`src/cnn_macros.svh`:
```
`ifndef CNN_MACROS_SVH
`define CNN_MACROS_SVH

// input image geometry
`define IMG_W 28
`define IMG_H 28

// square kernel, no padding
`define K_SIZE 3

// datapath widths
`define PIX_W 8
`define WGT_W 4
`define BIAS_W 12
`define ACC_W 18
`define SHIFT_W 3

// credit depths on both streams
`define IN_CREDITS 4
`define OUT_CREDITS 4

// pooled row length and outputs per frame
`define POOL_W 13
`define FRAME_OUTS (`POOL_W * `POOL_W)

// configuration port
`define CFG_ADDR_W 4
`define CFG_DATA_W 16
`define FRAME_CNT_W 16

`endif

```
`src/cnn_pkg.sv`:
```
`include "cnn_macros.svh"

package cnn_pkg;

	// configuration register map
	typedef enum logic [`CFG_ADDR_W-1:0] {
		CFG_W0,
		CFG_W1,
		CFG_W2,
		CFG_W3,
		CFG_W4,
		CFG_W5,
		CFG_W6,
		CFG_W7,
		CFG_W8,
		CFG_BIAS,
		CFG_SHIFT,
		CFG_FRAMES
	} cfg_reg_e;

	// window builder fill state
	typedef enum logic {
		WIN_FILL,
		WIN_RUN
	} win_state_e;

	// weights are row-major, index 0 is top-left
	typedef struct packed {
		logic [`K_SIZE*`K_SIZE-1:0][`WGT_W-1:0] wgt;
		logic [`BIAS_W-1:0]                     bias;
		logic [`SHIFT_W-1:0]                    shift;
	} cfg_bus_t;

	typedef struct packed {
		logic [`K_SIZE*`K_SIZE-1:0][`PIX_W-1:0] pix;
		logic                                   valid;
	} window_t;

	typedef struct packed {
		logic [`PIX_W-1:0] pixel;
		logic              valid;
		logic              eor;
	} conv_out_t;

endpackage

```
`src/cnn_cfg_regs.sv`:
```
`timescale 1ns/1ps
`include "cnn_macros.svh"

module cnn_cfg_regs (
	input  logic                   clk,
	input  logic                   rst_n,
	input  logic                   cfg_we,
	input  cnn_pkg::cfg_reg_e      cfg_addr,
	input  logic [`CFG_DATA_W-1:0] cfg_wdata,
	output logic [`CFG_DATA_W-1:0] cfg_rdata,
	input  logic                   frame_done,
	output cnn_pkg::cfg_bus_t      cfg
);

	import cnn_pkg::*;

	logic [`FRAME_CNT_W-1:0] frame_cnt;
	logic                    wgt_sel;

	// addresses 0 to 8 select a weight slot
	assign wgt_sel = (cfg_addr <= CFG_W8);

	always_ff @(posedge clk) begin
		if (!rst_n) begin
			cfg <= '0;
		end else if (cfg_we) begin
			if (wgt_sel) begin
				cfg.wgt[cfg_addr] <= cfg_wdata[`WGT_W-1:0];
			end
			if (cfg_addr == CFG_BIAS) begin
				cfg.bias <= cfg_wdata[`BIAS_W-1:0];
			end
			if (cfg_addr == CFG_SHIFT) begin
				cfg.shift <= cfg_wdata[`SHIFT_W-1:0];
			end
		end
	end

	// frame count is read only, bumped by the pool stage
	always_ff @(posedge clk) begin
		if (!rst_n) begin
			frame_cnt <= '0;
		end else if (frame_done) begin
			frame_cnt <= frame_cnt + 1'b1;
		end
	end

	// combinational read-back, signed fields are sign extended
	always_comb begin
		cfg_rdata = '0;
		case (cfg_addr)
			CFG_BIAS: begin
				cfg_rdata = {{(`CFG_DATA_W-`BIAS_W){cfg.bias[`BIAS_W-1]}}, cfg.bias};
			end
			CFG_SHIFT: begin
				cfg_rdata = {{(`CFG_DATA_W-`SHIFT_W){1'b0}}, cfg.shift};
			end
			CFG_FRAMES: begin
				cfg_rdata = frame_cnt;
			end
			default: begin
				if (wgt_sel) begin
					cfg_rdata = {{(`CFG_DATA_W-`WGT_W){cfg.wgt[cfg_addr][`WGT_W-1]}},
						cfg.wgt[cfg_addr]};
				end
			end
		endcase
	end

endmodule

```
`src/window_builder.sv`:
```
`timescale 1ns/1ps
`include "cnn_macros.svh"

module window_builder (
	input  logic              clk,
	input  logic              rst_n,
	input  logic              in_valid,
	input  logic [`PIX_W-1:0] in_pixel,
	output logic              in_credit,
	input  logic              stall,
	output cnn_pkg::window_t  win
);

	import cnn_pkg::*;

	localparam int K     = `K_SIZE;
	localparam int PTR_W = $clog2(`IN_CREDITS);
	localparam int CW    = $clog2(`IMG_W);
	localparam int RW    = $clog2(`IMG_H);

	// input buffer, depth is a power of two so pointers wrap naturally
	logic [`PIX_W-1:0] fifo_mem [`IN_CREDITS];
	logic [PTR_W-1:0]  wr_ptr;
	logic [PTR_W-1:0]  rd_ptr;
	logic [PTR_W:0]    fifo_cnt;
	logic              pop;

	// line_a holds the previous row, line_b the one before it
	logic [`PIX_W-1:0] line_a [`IMG_W];
	logic [`PIX_W-1:0] line_b [`IMG_W];
	logic [`PIX_W-1:0] new_col [K];

	logic [CW-1:0]     col;
	logic [RW-1:0]     row;
	logic              last_pix;
	logic              fill_done;
	win_state_e        state_q;

	logic [K*K-1:0][`PIX_W-1:0] win_pix;
	logic                       win_valid;

	assign pop       = (fifo_cnt != '0) && !stall;
	assign last_pix  = (col == CW'(`IMG_W-1)) && (row == RW'(`IMG_H-1));
	assign fill_done = (col == CW'(K-1)) && (row == RW'(K-1));

	always_ff @(posedge clk) begin
		if (in_valid) begin
			fifo_mem[wr_ptr] <= in_pixel;
		end
	end

	always_ff @(posedge clk) begin
		if (!rst_n) begin
			wr_ptr    <= '0;
			rd_ptr    <= '0;
			fifo_cnt  <= '0;
			in_credit <= 1'b0;
		end else begin
			wr_ptr    <= wr_ptr + PTR_W'(in_valid);
			rd_ptr    <= rd_ptr + PTR_W'(pop);
			fifo_cnt  <= fifo_cnt + in_valid - pop;
			// one credit back per pixel moved into the line buffers
			in_credit <= pop;
		end
	end

	// column entering the window, oldest row on top
	always_comb begin
		new_col[0] = line_b[col];
		new_col[1] = line_a[col];
		new_col[2] = fifo_mem[rd_ptr];
	end

	always_ff @(posedge clk) begin
		if (pop) begin
			line_b[col] <= line_a[col];
			line_a[col] <= fifo_mem[rd_ptr];
			for (int r = 0; r < K; r++) begin
				for (int c = 0; c < K-1; c++) begin
					win_pix[r*K+c] <= win_pix[r*K+c+1];
				end
				win_pix[r*K+K-1] <= new_col[r];
			end
		end
	end

	always_ff @(posedge clk) begin
		if (!rst_n) begin
			col       <= '0;
			row       <= '0;
			state_q   <= WIN_FILL;
			win_valid <= 1'b0;
		end else if (!stall) begin
			win_valid <= pop && (col >= CW'(K-1)) && (state_q == WIN_RUN || fill_done);
			if (pop) begin
				col <= (col == CW'(`IMG_W-1)) ? '0 : col + 1'b1;
				if (col == CW'(`IMG_W-1)) begin
					row <= (row == RW'(`IMG_H-1)) ? '0 : row + 1'b1;
				end
				// back to fill at the frame wrap
				if (last_pix) begin
					state_q <= WIN_FILL;
				end else if (state_q == WIN_FILL && fill_done) begin
					state_q <= WIN_RUN;
				end
			end
		end
	end

	assign win = '{pix: win_pix, valid: win_valid};

endmodule

```
`src/conv_relu.sv`:
```
`timescale 1ns/1ps
`include "cnn_macros.svh"

module conv_relu (
	input  logic               clk,
	input  logic               rst_n,
	input  cnn_pkg::window_t   win,
	input  cnn_pkg::cfg_bus_t  cfg,
	input  logic               stall,
	output cnn_pkg::conv_out_t res
);

	localparam int N      = `K_SIZE * `K_SIZE;
	localparam int PROD_W = `WGT_W + `PIX_W + 1;
	localparam int OUT_W  = `IMG_W - `K_SIZE + 1;
	localparam int COL_W  = $clog2(OUT_W);
	localparam logic signed [`ACC_W-1:0] PIX_MAX = (1 << `PIX_W) - 1;

	// stage one products
	logic signed [PROD_W-1:0] prod_q [N];
	logic                     v1_q;

	// stage two
	logic signed [`ACC_W-1:0] acc;
	logic signed [`ACC_W-1:0] shifted;
	logic [`PIX_W-1:0]        sat;
	logic [COL_W-1:0]         res_col;
	logic [`PIX_W-1:0]        res_pixel;
	logic                     res_valid;
	logic                     res_eor;

	// pixels are unsigned, so widen with a zero before the signed multiply
	always_ff @(posedge clk) begin
		if (!stall) begin
			for (int i = 0; i < N; i++) begin
				prod_q[i] <= $signed(cfg.wgt[i]) * $signed({1'b0, win.pix[i]});
			end
		end
	end

	always_ff @(posedge clk) begin
		if (!rst_n) begin
			v1_q <= 1'b0;
		end else if (!stall) begin
			v1_q <= win.valid;
		end
	end

	// adder tree plus bias, then relu, shift and clamp
	always_comb begin
		acc = `ACC_W'($signed(cfg.bias));
		for (int i = 0; i < N; i++) begin
			acc = acc + `ACC_W'(prod_q[i]);
		end
		shifted = acc >>> cfg.shift;
		if (acc < 0) begin
			sat = '0;
		end else if (shifted > PIX_MAX) begin
			sat = '1;
		end else begin
			sat = shifted[`PIX_W-1:0];
		end
	end

	always_ff @(posedge clk) begin
		if (!stall && v1_q) begin
			res_pixel <= sat;
		end
	end

	// end of row on the 26th result
	always_ff @(posedge clk) begin
		if (!rst_n) begin
			res_valid <= 1'b0;
			res_eor   <= 1'b0;
			res_col   <= '0;
		end else if (!stall) begin
			res_valid <= v1_q;
			res_eor   <= v1_q && (res_col == COL_W'(OUT_W-1));
			if (v1_q) begin
				res_col <= (res_col == COL_W'(OUT_W-1)) ? '0 : res_col + 1'b1;
			end
		end
	end

	assign res = '{pixel: res_pixel, valid: res_valid, eor: res_eor};

endmodule

```
`src/max_pool.sv`:
```
`timescale 1ns/1ps
`include "cnn_macros.svh"

module max_pool (
	input  logic               clk,
	input  logic               rst_n,
	input  cnn_pkg::conv_out_t res,
	input  logic               out_credit,
	output logic               out_valid,
	output logic [`PIX_W-1:0]  out_pixel,
	output logic               stall,
	output logic               frame_done
);

	localparam int CW    = $clog2(`IMG_W);
	localparam int CRD_W = $clog2(`OUT_CREDITS + 1) + 1;
	localparam int OCW   = $clog2(`FRAME_OUTS);

	// pair maxima from the even row
	logic [`PIX_W-1:0] half_buf [`POOL_W];
	logic [`PIX_W-1:0] held;
	logic [CW-1:0]     col;
	logic              row_odd;
	logic [CRD_W-1:0]  credits;
	logic [OCW-1:0]    out_cnt;
	logic              emit_slot;
	logic              take;
	logic              issue;

	function automatic logic [`PIX_W-1:0] max8(input logic [`PIX_W-1:0] a,
		input logic [`PIX_W-1:0] b);
		return (a > b) ? a : b;
	endfunction

	// second pixel of a pair on an odd row completes a 2 by 2 block
	assign emit_slot = row_odd && col[0];
	assign stall     = res.valid && emit_slot && (credits == '0);
	assign take      = res.valid && !stall;
	assign issue     = take && emit_slot;

	always_ff @(posedge clk) begin
		if (take && !col[0]) begin
			held <= res.pixel;
		end
		if (take && col[0] && !row_odd) begin
			half_buf[col[CW-1:1]] <= max8(held, res.pixel);
		end
		if (issue) begin
			out_pixel <= max8(max8(held, res.pixel), half_buf[col[CW-1:1]]);
		end
	end

	always_ff @(posedge clk) begin
		if (!rst_n) begin
			col        <= '0;
			row_odd    <= 1'b0;
			credits    <= CRD_W'(`OUT_CREDITS);
			out_cnt    <= '0;
			out_valid  <= 1'b0;
			frame_done <= 1'b0;
		end else begin
			out_valid  <= issue;
			frame_done <= issue && (out_cnt == OCW'(`FRAME_OUTS-1));
			credits    <= credits + out_credit - issue;
			if (take) begin
				col <= res.eor ? '0 : col + 1'b1;
				if (res.eor) begin
					row_odd <= !row_odd;
				end
			end
			if (issue) begin
				out_cnt <= (out_cnt == OCW'(`FRAME_OUTS-1)) ? '0 : out_cnt + 1'b1;
			end
		end
	end

endmodule

```
`src/cnn_layer_top.sv`:
```
`timescale 1ns/1ps
`include "cnn_macros.svh"

module cnn_layer_top (
	input  logic                   clk,
	input  logic                   rst_n,
	input  logic                   in_valid,
	input  logic [`PIX_W-1:0]      in_pixel,
	output logic                   in_credit,
	output logic                   out_valid,
	output logic [`PIX_W-1:0]      out_pixel,
	input  logic                   out_credit,
	input  logic                   cfg_we,
	input  cnn_pkg::cfg_reg_e      cfg_addr,
	input  logic [`CFG_DATA_W-1:0] cfg_wdata,
	output logic [`CFG_DATA_W-1:0] cfg_rdata
);

	import cnn_pkg::*;

	cfg_bus_t  cfg_bus;
	window_t   win;
	conv_out_t conv_res;
	// pool back-pressure holds every stage
	logic      stall;
	logic      frame_done;

	cnn_cfg_regs cnn_cfg_regs_i (
		.clk        (clk),
		.rst_n      (rst_n),
		.cfg_we     (cfg_we),
		.cfg_addr   (cfg_addr),
		.cfg_wdata  (cfg_wdata),
		.cfg_rdata  (cfg_rdata),
		.frame_done (frame_done),
		.cfg        (cfg_bus)
	);

	window_builder window_builder_i (
		.clk       (clk),
		.rst_n     (rst_n),
		.in_valid  (in_valid),
		.in_pixel  (in_pixel),
		.in_credit (in_credit),
		.stall     (stall),
		.win       (win)
	);

	conv_relu conv_relu_i (
		.clk   (clk),
		.rst_n (rst_n),
		.win   (win),
		.cfg   (cfg_bus),
		.stall (stall),
		.res   (conv_res)
	);

	max_pool max_pool_i (
		.clk        (clk),
		.rst_n      (rst_n),
		.res        (conv_res),
		.out_credit (out_credit),
		.out_valid  (out_valid),
		.out_pixel  (out_pixel),
		.stall      (stall),
		.frame_done (frame_done)
	);

endmodule

```
`config.mk`:
```
export PLATFORM = sky130hd
export DESIGN_NAME = cnn_layer_top
export DESIGN_NICKNAME = d
export VERILOG_FILES = /design/src/cnn_pkg.sv /design/src/cnn_cfg_regs.sv /design/src/window_builder.sv /design/src/conv_relu.sv /design/src/max_pool.sv /design/src/cnn_layer_top.sv
export VERILOG_INCLUDE_DIRS = /design/src /design/src/src
export SDC_FILE = /design/constraint.sdc
export NUM_CORES = 2
export LEC_CHECK = 0
export BUFFER_PORTS_ARGS = -buffer_cell sky130_fd_sc_hd__buf_2
export CELL_PAD_IN_SITES_DETAIL_PLACEMENT = 2
export CELL_PAD_IN_SITES_GLOBAL_PLACEMENT = 2
export CORE_MARGIN = 1
export CORE_UTILIZATION = 47
export CTS_CLUSTER_DIAMETER = 120
export DETAILED_ROUTE_END_ITERATION = 10
export PLACE_DENSITY_LB_ADDON = 0.05
export REMOVE_ABC_BUFFERS = 1
export SLEW_MARGIN = 30
export SYNTH_ARGS = -nofsm -noshare
export SYNTH_HDL_FRONTEND = slang
export SYNTH_SLANG_ARGS = --single-unit
```
`constraint.sdc`:
```
create_clock -name clk -period 16.6 [get_ports clk]
set_input_delay 1.66 -clock clk [delete_from_list [all_inputs] [get_ports clk]]
set_output_delay 1.66 -clock clk [all_outputs]
set_load 0.02 [all_outputs]
```
Word-level counts from Yosys, hierarchy flattened
Memories as Yosys holds them, arrays and structs flattened. A register that Yosys moved wholly into a read port is not among the register bits.
Index checks and enable logic that the tools add are counted.

storage, ports and cells
  bits in registers = 203
  bits in writable memories = 701
  input port bits = 33
  output and inout bits = 26
  word-level logic and storage cells = 158
  memories = 5

operators by class
  add/subtract/negate cells = 21
  multiply operators = 9
  magnitude comparators = 8
  equality and inequality tests = 9
  shift operators = 1
  muxes and demuxes = 29
  bitwise gates (word level) = 2
  reductions and logical operators = 33

memories
  name                       words  width  rd ports  clocked after memory_dff  wr ports  line                  RTL
  window_builder_i.line_a    28     8      1         1                         1         window_builder.sv:29  logic [`PIX_W-1:0] line_a [`IMG_W];
  window_builder_i.line_b    28     8      1         1                         1         window_builder.sv:30  logic [`PIX_W-1:0] line_b [`IMG_W];
  conv_relu_i.prod_q         9      13     9         0                         9         conv_relu.sv:20       logic signed [PROD_W-1:0] prod_q [N];
  max_pool_i.half_buf        13     8      1         1                         1         max_pool.sv:20        logic [`PIX_W-1:0] half_buf [`POOL_W];
  window_builder_i.fifo_mem  4      8      1         1                         1         window_builder.sv:22  logic [`PIX_W-1:0] fifo_mem [`IN_CREDITS];

operators with widths
  operator                 count
  $add A18 B13 Y18         7
  $mul A4 B9 Y13           9
  $pmux W16 S3             1
  $bwmux W36               1
  $mux W8                  4
  $mux W5                  6
  $add A5 B1 Y5 const B    4
  $gt A18 B9 Y1 const B    1
  $logic_and A1 B1 Y1      18
  $lt A18 B1 Y1 const B    1
  $sshr A18 B3 Y18         1
  $add A16 B1 Y16 const B  1
  $bmux W4 S4              1
  $demux W4 S4             1
  $gt A8 B8 Y1             2
  $mux W16                 1
  $mux W4                  4
  $add A14 B13 Y15         1
  $eq A5 B5 Y1 const B     3
  $add A12 B13 Y14         1
  $eq A4 B4 Y1 const B     3
  $reduce_and A2 Y1        6
  $eq A5 B2 Y1 const B     2
  $mux W1                  9
  other kinds (19)         24

Logic depth before layout (Yosys ltp)
  depth in word-level cells = 12
  depth in mapped cells = 30
  depth with buffers taken out = 28

Modules after synthesis
A second synthesis with hierarchy kept.

second synthesis, totals
  cell total of the unflattened synthesis = 3,645
  area total of the unflattened synthesis = 48,929.4 um^2

modules (own cells, without submodules)
  module          times used  cells an instance  area each (um^2)  sequential area each (um^2)
  window_builder  1           1,128              21,783.4          17,076.4
  conv_relu       1           1,720              17,521.8          3,913.8
  max_pool        1           430                6,423.7           4,083.9
  cnn_cfg_regs    1           367                3,200.6           1,341.3

Least setup slack after synthesis
Ideal clock, no wire load.

  kind = register to register
  start point = memory conv_relu_i.prod_q[0][1] (netlist bit)
  end point = register conv_relu_i.res_pixel[3] (data pin)
  library setup time = 282 ps
  arrival = 6,924 ps
  data required time = 16,318 ps
  path slack = 9,394 ps
  cell stages (with the launch flop) = 30
  buffers on the path = 1
  period minus slack after synthesis = 7,206 ps
  cell sequence = edfxtp_1 > fa_1 > ha_1 > fa_1 > a21o_1 > a21oi_1 > o21bai_1 > a21oi_1 > nor2b_1 > o2111ai_1 > nand2_1 > o41ai_1 > xnor2_1 > fa_1 > inv_1 > fa_1 > fa_1 > inv_1 > fa_1 > ha_1 > clkbuf_1 > a21o_1 > a31o_1 > a211oi_1 > o21ai_1 > a21oi_2 > xnor2_2 > o21a_2 > nor3b_4 > a221oi_1

RTL lines
  item                  line             RTL
  start, declared       conv_relu.sv:20
  end signal, assigned  conv_relu.sv:67  res_pixel <= sat;
  end, declared         conv_relu.sv:28  logic [`PIX_W-1:0] res_pixel;

==> impl_metrics.toml <==
[status]
status = "finished, final reports clean"

[setup_path]
timing.critical_path.arrival_ns = 8.59
cpMaxStageDelayCell = "fa_1"
path_buf_inv = 2
cpLargestDelayFamily = "adder cells"
worstSetupEndpointType = "flop"
cp.required_ns = 17.01
critical-path-max-stage-delay_ns = 0.57
worst-path-max-fanout = 10
cp-start-kind = "flop"
criticalPathCategory = "reg -> reg"
cpMostUsedCell = "fa_1"

[detailed_routing]
drc = 0
routed_wl_um = 133000
drt_iter0_drc = 1619
drtPass1Iterations = 5
wl_per_cell_um = 27.0
routed-via-count = 27558
viasPerCell = 5.59
ant_nets = 0

[placed_design]
dp_hpwl_um = 95200
io_buffers = 54
place_inst = 4735
gp_congestion = 0.806

[grt]
first_global_vias = 31955
grt_usage = 0.264
antenna_found_initial = 1
grt_max_degree = 84
grt_pass1_wl_um = 202000
overflow = 0

[power]
intPower_w = 0.00480
power_leakage_nw = 21.2
p_clk_frac = 0.332
powerDensity_nw_per_um2 = 128
ir_worst_vdd_mv = 0.106
seqPwrFrac = 0.471
combPwrFrac = 0.197
p_sw_w = 0.00206
p_sw_frac = 0.300

[floorplan]
io_pins = 59
die_h_um = 322
coreArea_um2 = 102000
die_area_um2 = 104000
start_util = 0.474
rows = 117
die_width_um = 322

[synthesis]
yosys_most_used_dff = "edfxtp_1"
synth_enable_flop_cells = 797
seq_area_frac_synth = 0.547
syn_inst = 3377
synth_top_area_cell = "edfxtp_1"
syn-mean-instance-area_um2 = 14.3
ys_top_cells_by_area = "edfxtp_1 (50%), fa_1 (9.2%), mux4_2 (8.1%), ha_1 (7.6%), dfxtp_1 (5.1%)"
syn-cell-area_um2 = 48200
ys_seq_elements = 921
postSynth.asyncResetShare = 0
yosys_warnings = 0
ys_types = 71
synth_top_area_share = 0.496

[sta]
hold_viol = 0
fmax_ghz = 0.122
tns_ns = 0
worst_slew_pin_slew_ns = 1.05
drv_slew = 0
holdWs_ns = 0.493
rsz0062_at_grt = "no"
clock_skew_ns = 0.0662
fin_crit_ns = 8.18
setup_viol = 0
final.period_utilization = 0.493
slew_headroom = 0.296

[clock_tree]
insertion_delay_ns = 0.71
cts-root-buf = "clkbuf_16"
cts_max_path_buffers = 3
cts_tree = "built"
numCtsBuffers = 101
h-tree-depth = 3
clock_sinks = 921
clk_pin_slew_ns = 0.06
postCtsResizedCells = 0
post_cts.repair.setup_buffers = 0
cts-hold-fix-buffers = 0

[finish]
areaGrowthSynthToFinish_pct = 11.3
fin_cells = 4930
layout-drive-gt1-share = 0.140
postLayoutCoreUtil = 0.528
nNetsFinal = 4020

[hold_path]
hold_class = "reg -> reg"

[run]
max-cap-violations = 0
## placed cells by master, fill, tap and decap left out, drive strengths merged, types with 104 or more instances in the layout
master	n
ha	293
edfxtp	797
clkbuf	155
nand2	221
dfxtp	124
buf	104
nor2	118
mux4	175
and2	138
fa	222
inv	411
## cell families (layout without fill, tap and decap cells)
family | Yosys count | count (layout) | synth area share
AOI/OAI and AO/OA | 304 | 304 | 0.0407
DFF | 921 | 921 | 0.547
adders and majority gates | 515 | 515 | 0.168
and+or+nand+nor | 701 | 701 | 0.0736
buffers and inverters | 520 | 703 | 0.0408
other | 0 | 2 | 0
xor gates and xnor gates | 133 | 133 | 0.0245
muxes | 283 | 283 | 0.105
## cell usage after synthesis, drive strengths merged, types with 6 or more instances
master	number
nand2	221
clkbuf	87
a221o	9
xnor2	103
mux4	175
nand4	12
o21a	10
nand3	25
mux2	26
edfxtp	797
o21ai	53
a21o	22
nand3b	8
nor2	118
xor2	30
ha	293
a211oi	6
nor2b	56
a21oi	98
o211ai	6
o22ai	6
buf	25
and2	138
o21bai	41
inv	408
nand2b	66
and3	14
a221oi	7
nor3	19
a21boi	20
mux2i	82
a31oi	9
fa	222
dfxtp	124
## per-layer routing
metal	global-route usage	share of wire	routed length, um
met1	0.316	0.40	53600
met2	0.493	0.54	72000
met3	0.0276	0.027	3580
met4	0.0876	0.030	4010
met5	0	0	0
## through the flow
| step | cell area (um^2) | power, W | setup WS (ns) |
|---|---|---|---|
| after floorplan | 47800 | 0.00403 | 9.46 |
| after global placement | 50200 | 0.00452 | 8.83 |
| after detailed placement | 50200 | 0.00464 | 8.47 |
| after CTS | 53600 | 0.00694 | 8.35 |
| after global routing | 53700 | 0.00710 | 8.01 |
| final | 53700 | 0.00687 | 8.42 |
## layout make-up
class | instances | area [um^2]
Clock buffer | 155 | 3020
Sequential cell | 921 | 26400
Multi-Input combinational cell | 1936 | 19900
Antenna cell | 2 | 5.00
Tap cell | 1368 | 1710
Inverter | 408 | 1530
Clock inverter | 36 | 388
Fill cell | 9261 | 48100
Timing Repair Buffer | 104 | 688
## power groups by stage
stage                     clock [W]  sequential [W]  combinational, W
after floorplan                   0         0.00323          0.000801
after CTS                   0.00232         0.00324           0.00137
after global placement            0         0.00326           0.00125
after detailed placement          0         0.00329           0.00135
final                       0.00228         0.00324           0.00135
after global routing        0.00240         0.00327           0.00144
## state kept, by name, indices dropped and copies added, names as in the netlist, 2 cells and up, named ones only
| signal | flops |
|---|---|
| window_builder_i.line_b | 224 |
| cnn_cfg_regs_i.cfg | 51 |
| window_builder_i.rd_ptr | 2 |
| window_builder_i.fifo_mem | 32 |
| window_builder_i.row | 5 |
| window_builder_i.col | 5 |
| window_builder_i.line_a | 224 |
| window_builder_i.win | 72 |
| max_pool_i.out_pixel | 8 |
| window_builder_i.wr_ptr | 2 |
| conv_relu_i.res_col | 5 |
| max_pool_i.col | 5 |
| max_pool_i.credits | 4 |
| max_pool_i.half_buf | 104 |
| window_builder_i.fifo_cnt | 3 |
| conv_relu_i.prod_q | 117 |
| max_pool_i.out_cnt | 8 |
| conv_relu_i.res_pixel | 8 |
| cnn_cfg_regs_i.frame_cnt | 16 |
| max_pool_i.held | 8 |
## worst register-to-register path: cells and delay by family (launching register included)
kind	cells	cell delay, ns
adder cells (fa/ha/maj)	8	3.63
XOR/XNOR	2	0.39
flip-flops	1	0.39
AND/OR/NAND/NOR	3	0.60
AO/OA/AOI/OAI	13	2.81
buffers and inverters	2	0.12
## final timing paths
| kind | startpoint | slack [ns] | to | cells after the start |
|---|---|---|---|---|
| setup / recovery | conv_relu_i.prod_q[0][1] | 8.42 | conv_relu_i.res_pixel[0] | 28 |
| hold / removal | conv_relu_i.res_pixel[4] | 0.49 | max_pool_i.held[4] | 0 |
| hold reg to reg | conv_relu_i.res_pixel[4] | 0.49 | max_pool_i.held[4] | 0 |
| setup reg to reg | conv_relu_i.prod_q[0][1] | 8.42 | conv_relu_i.res_pixel[0] | 28 |
Power figures use the tool's default switching activity.
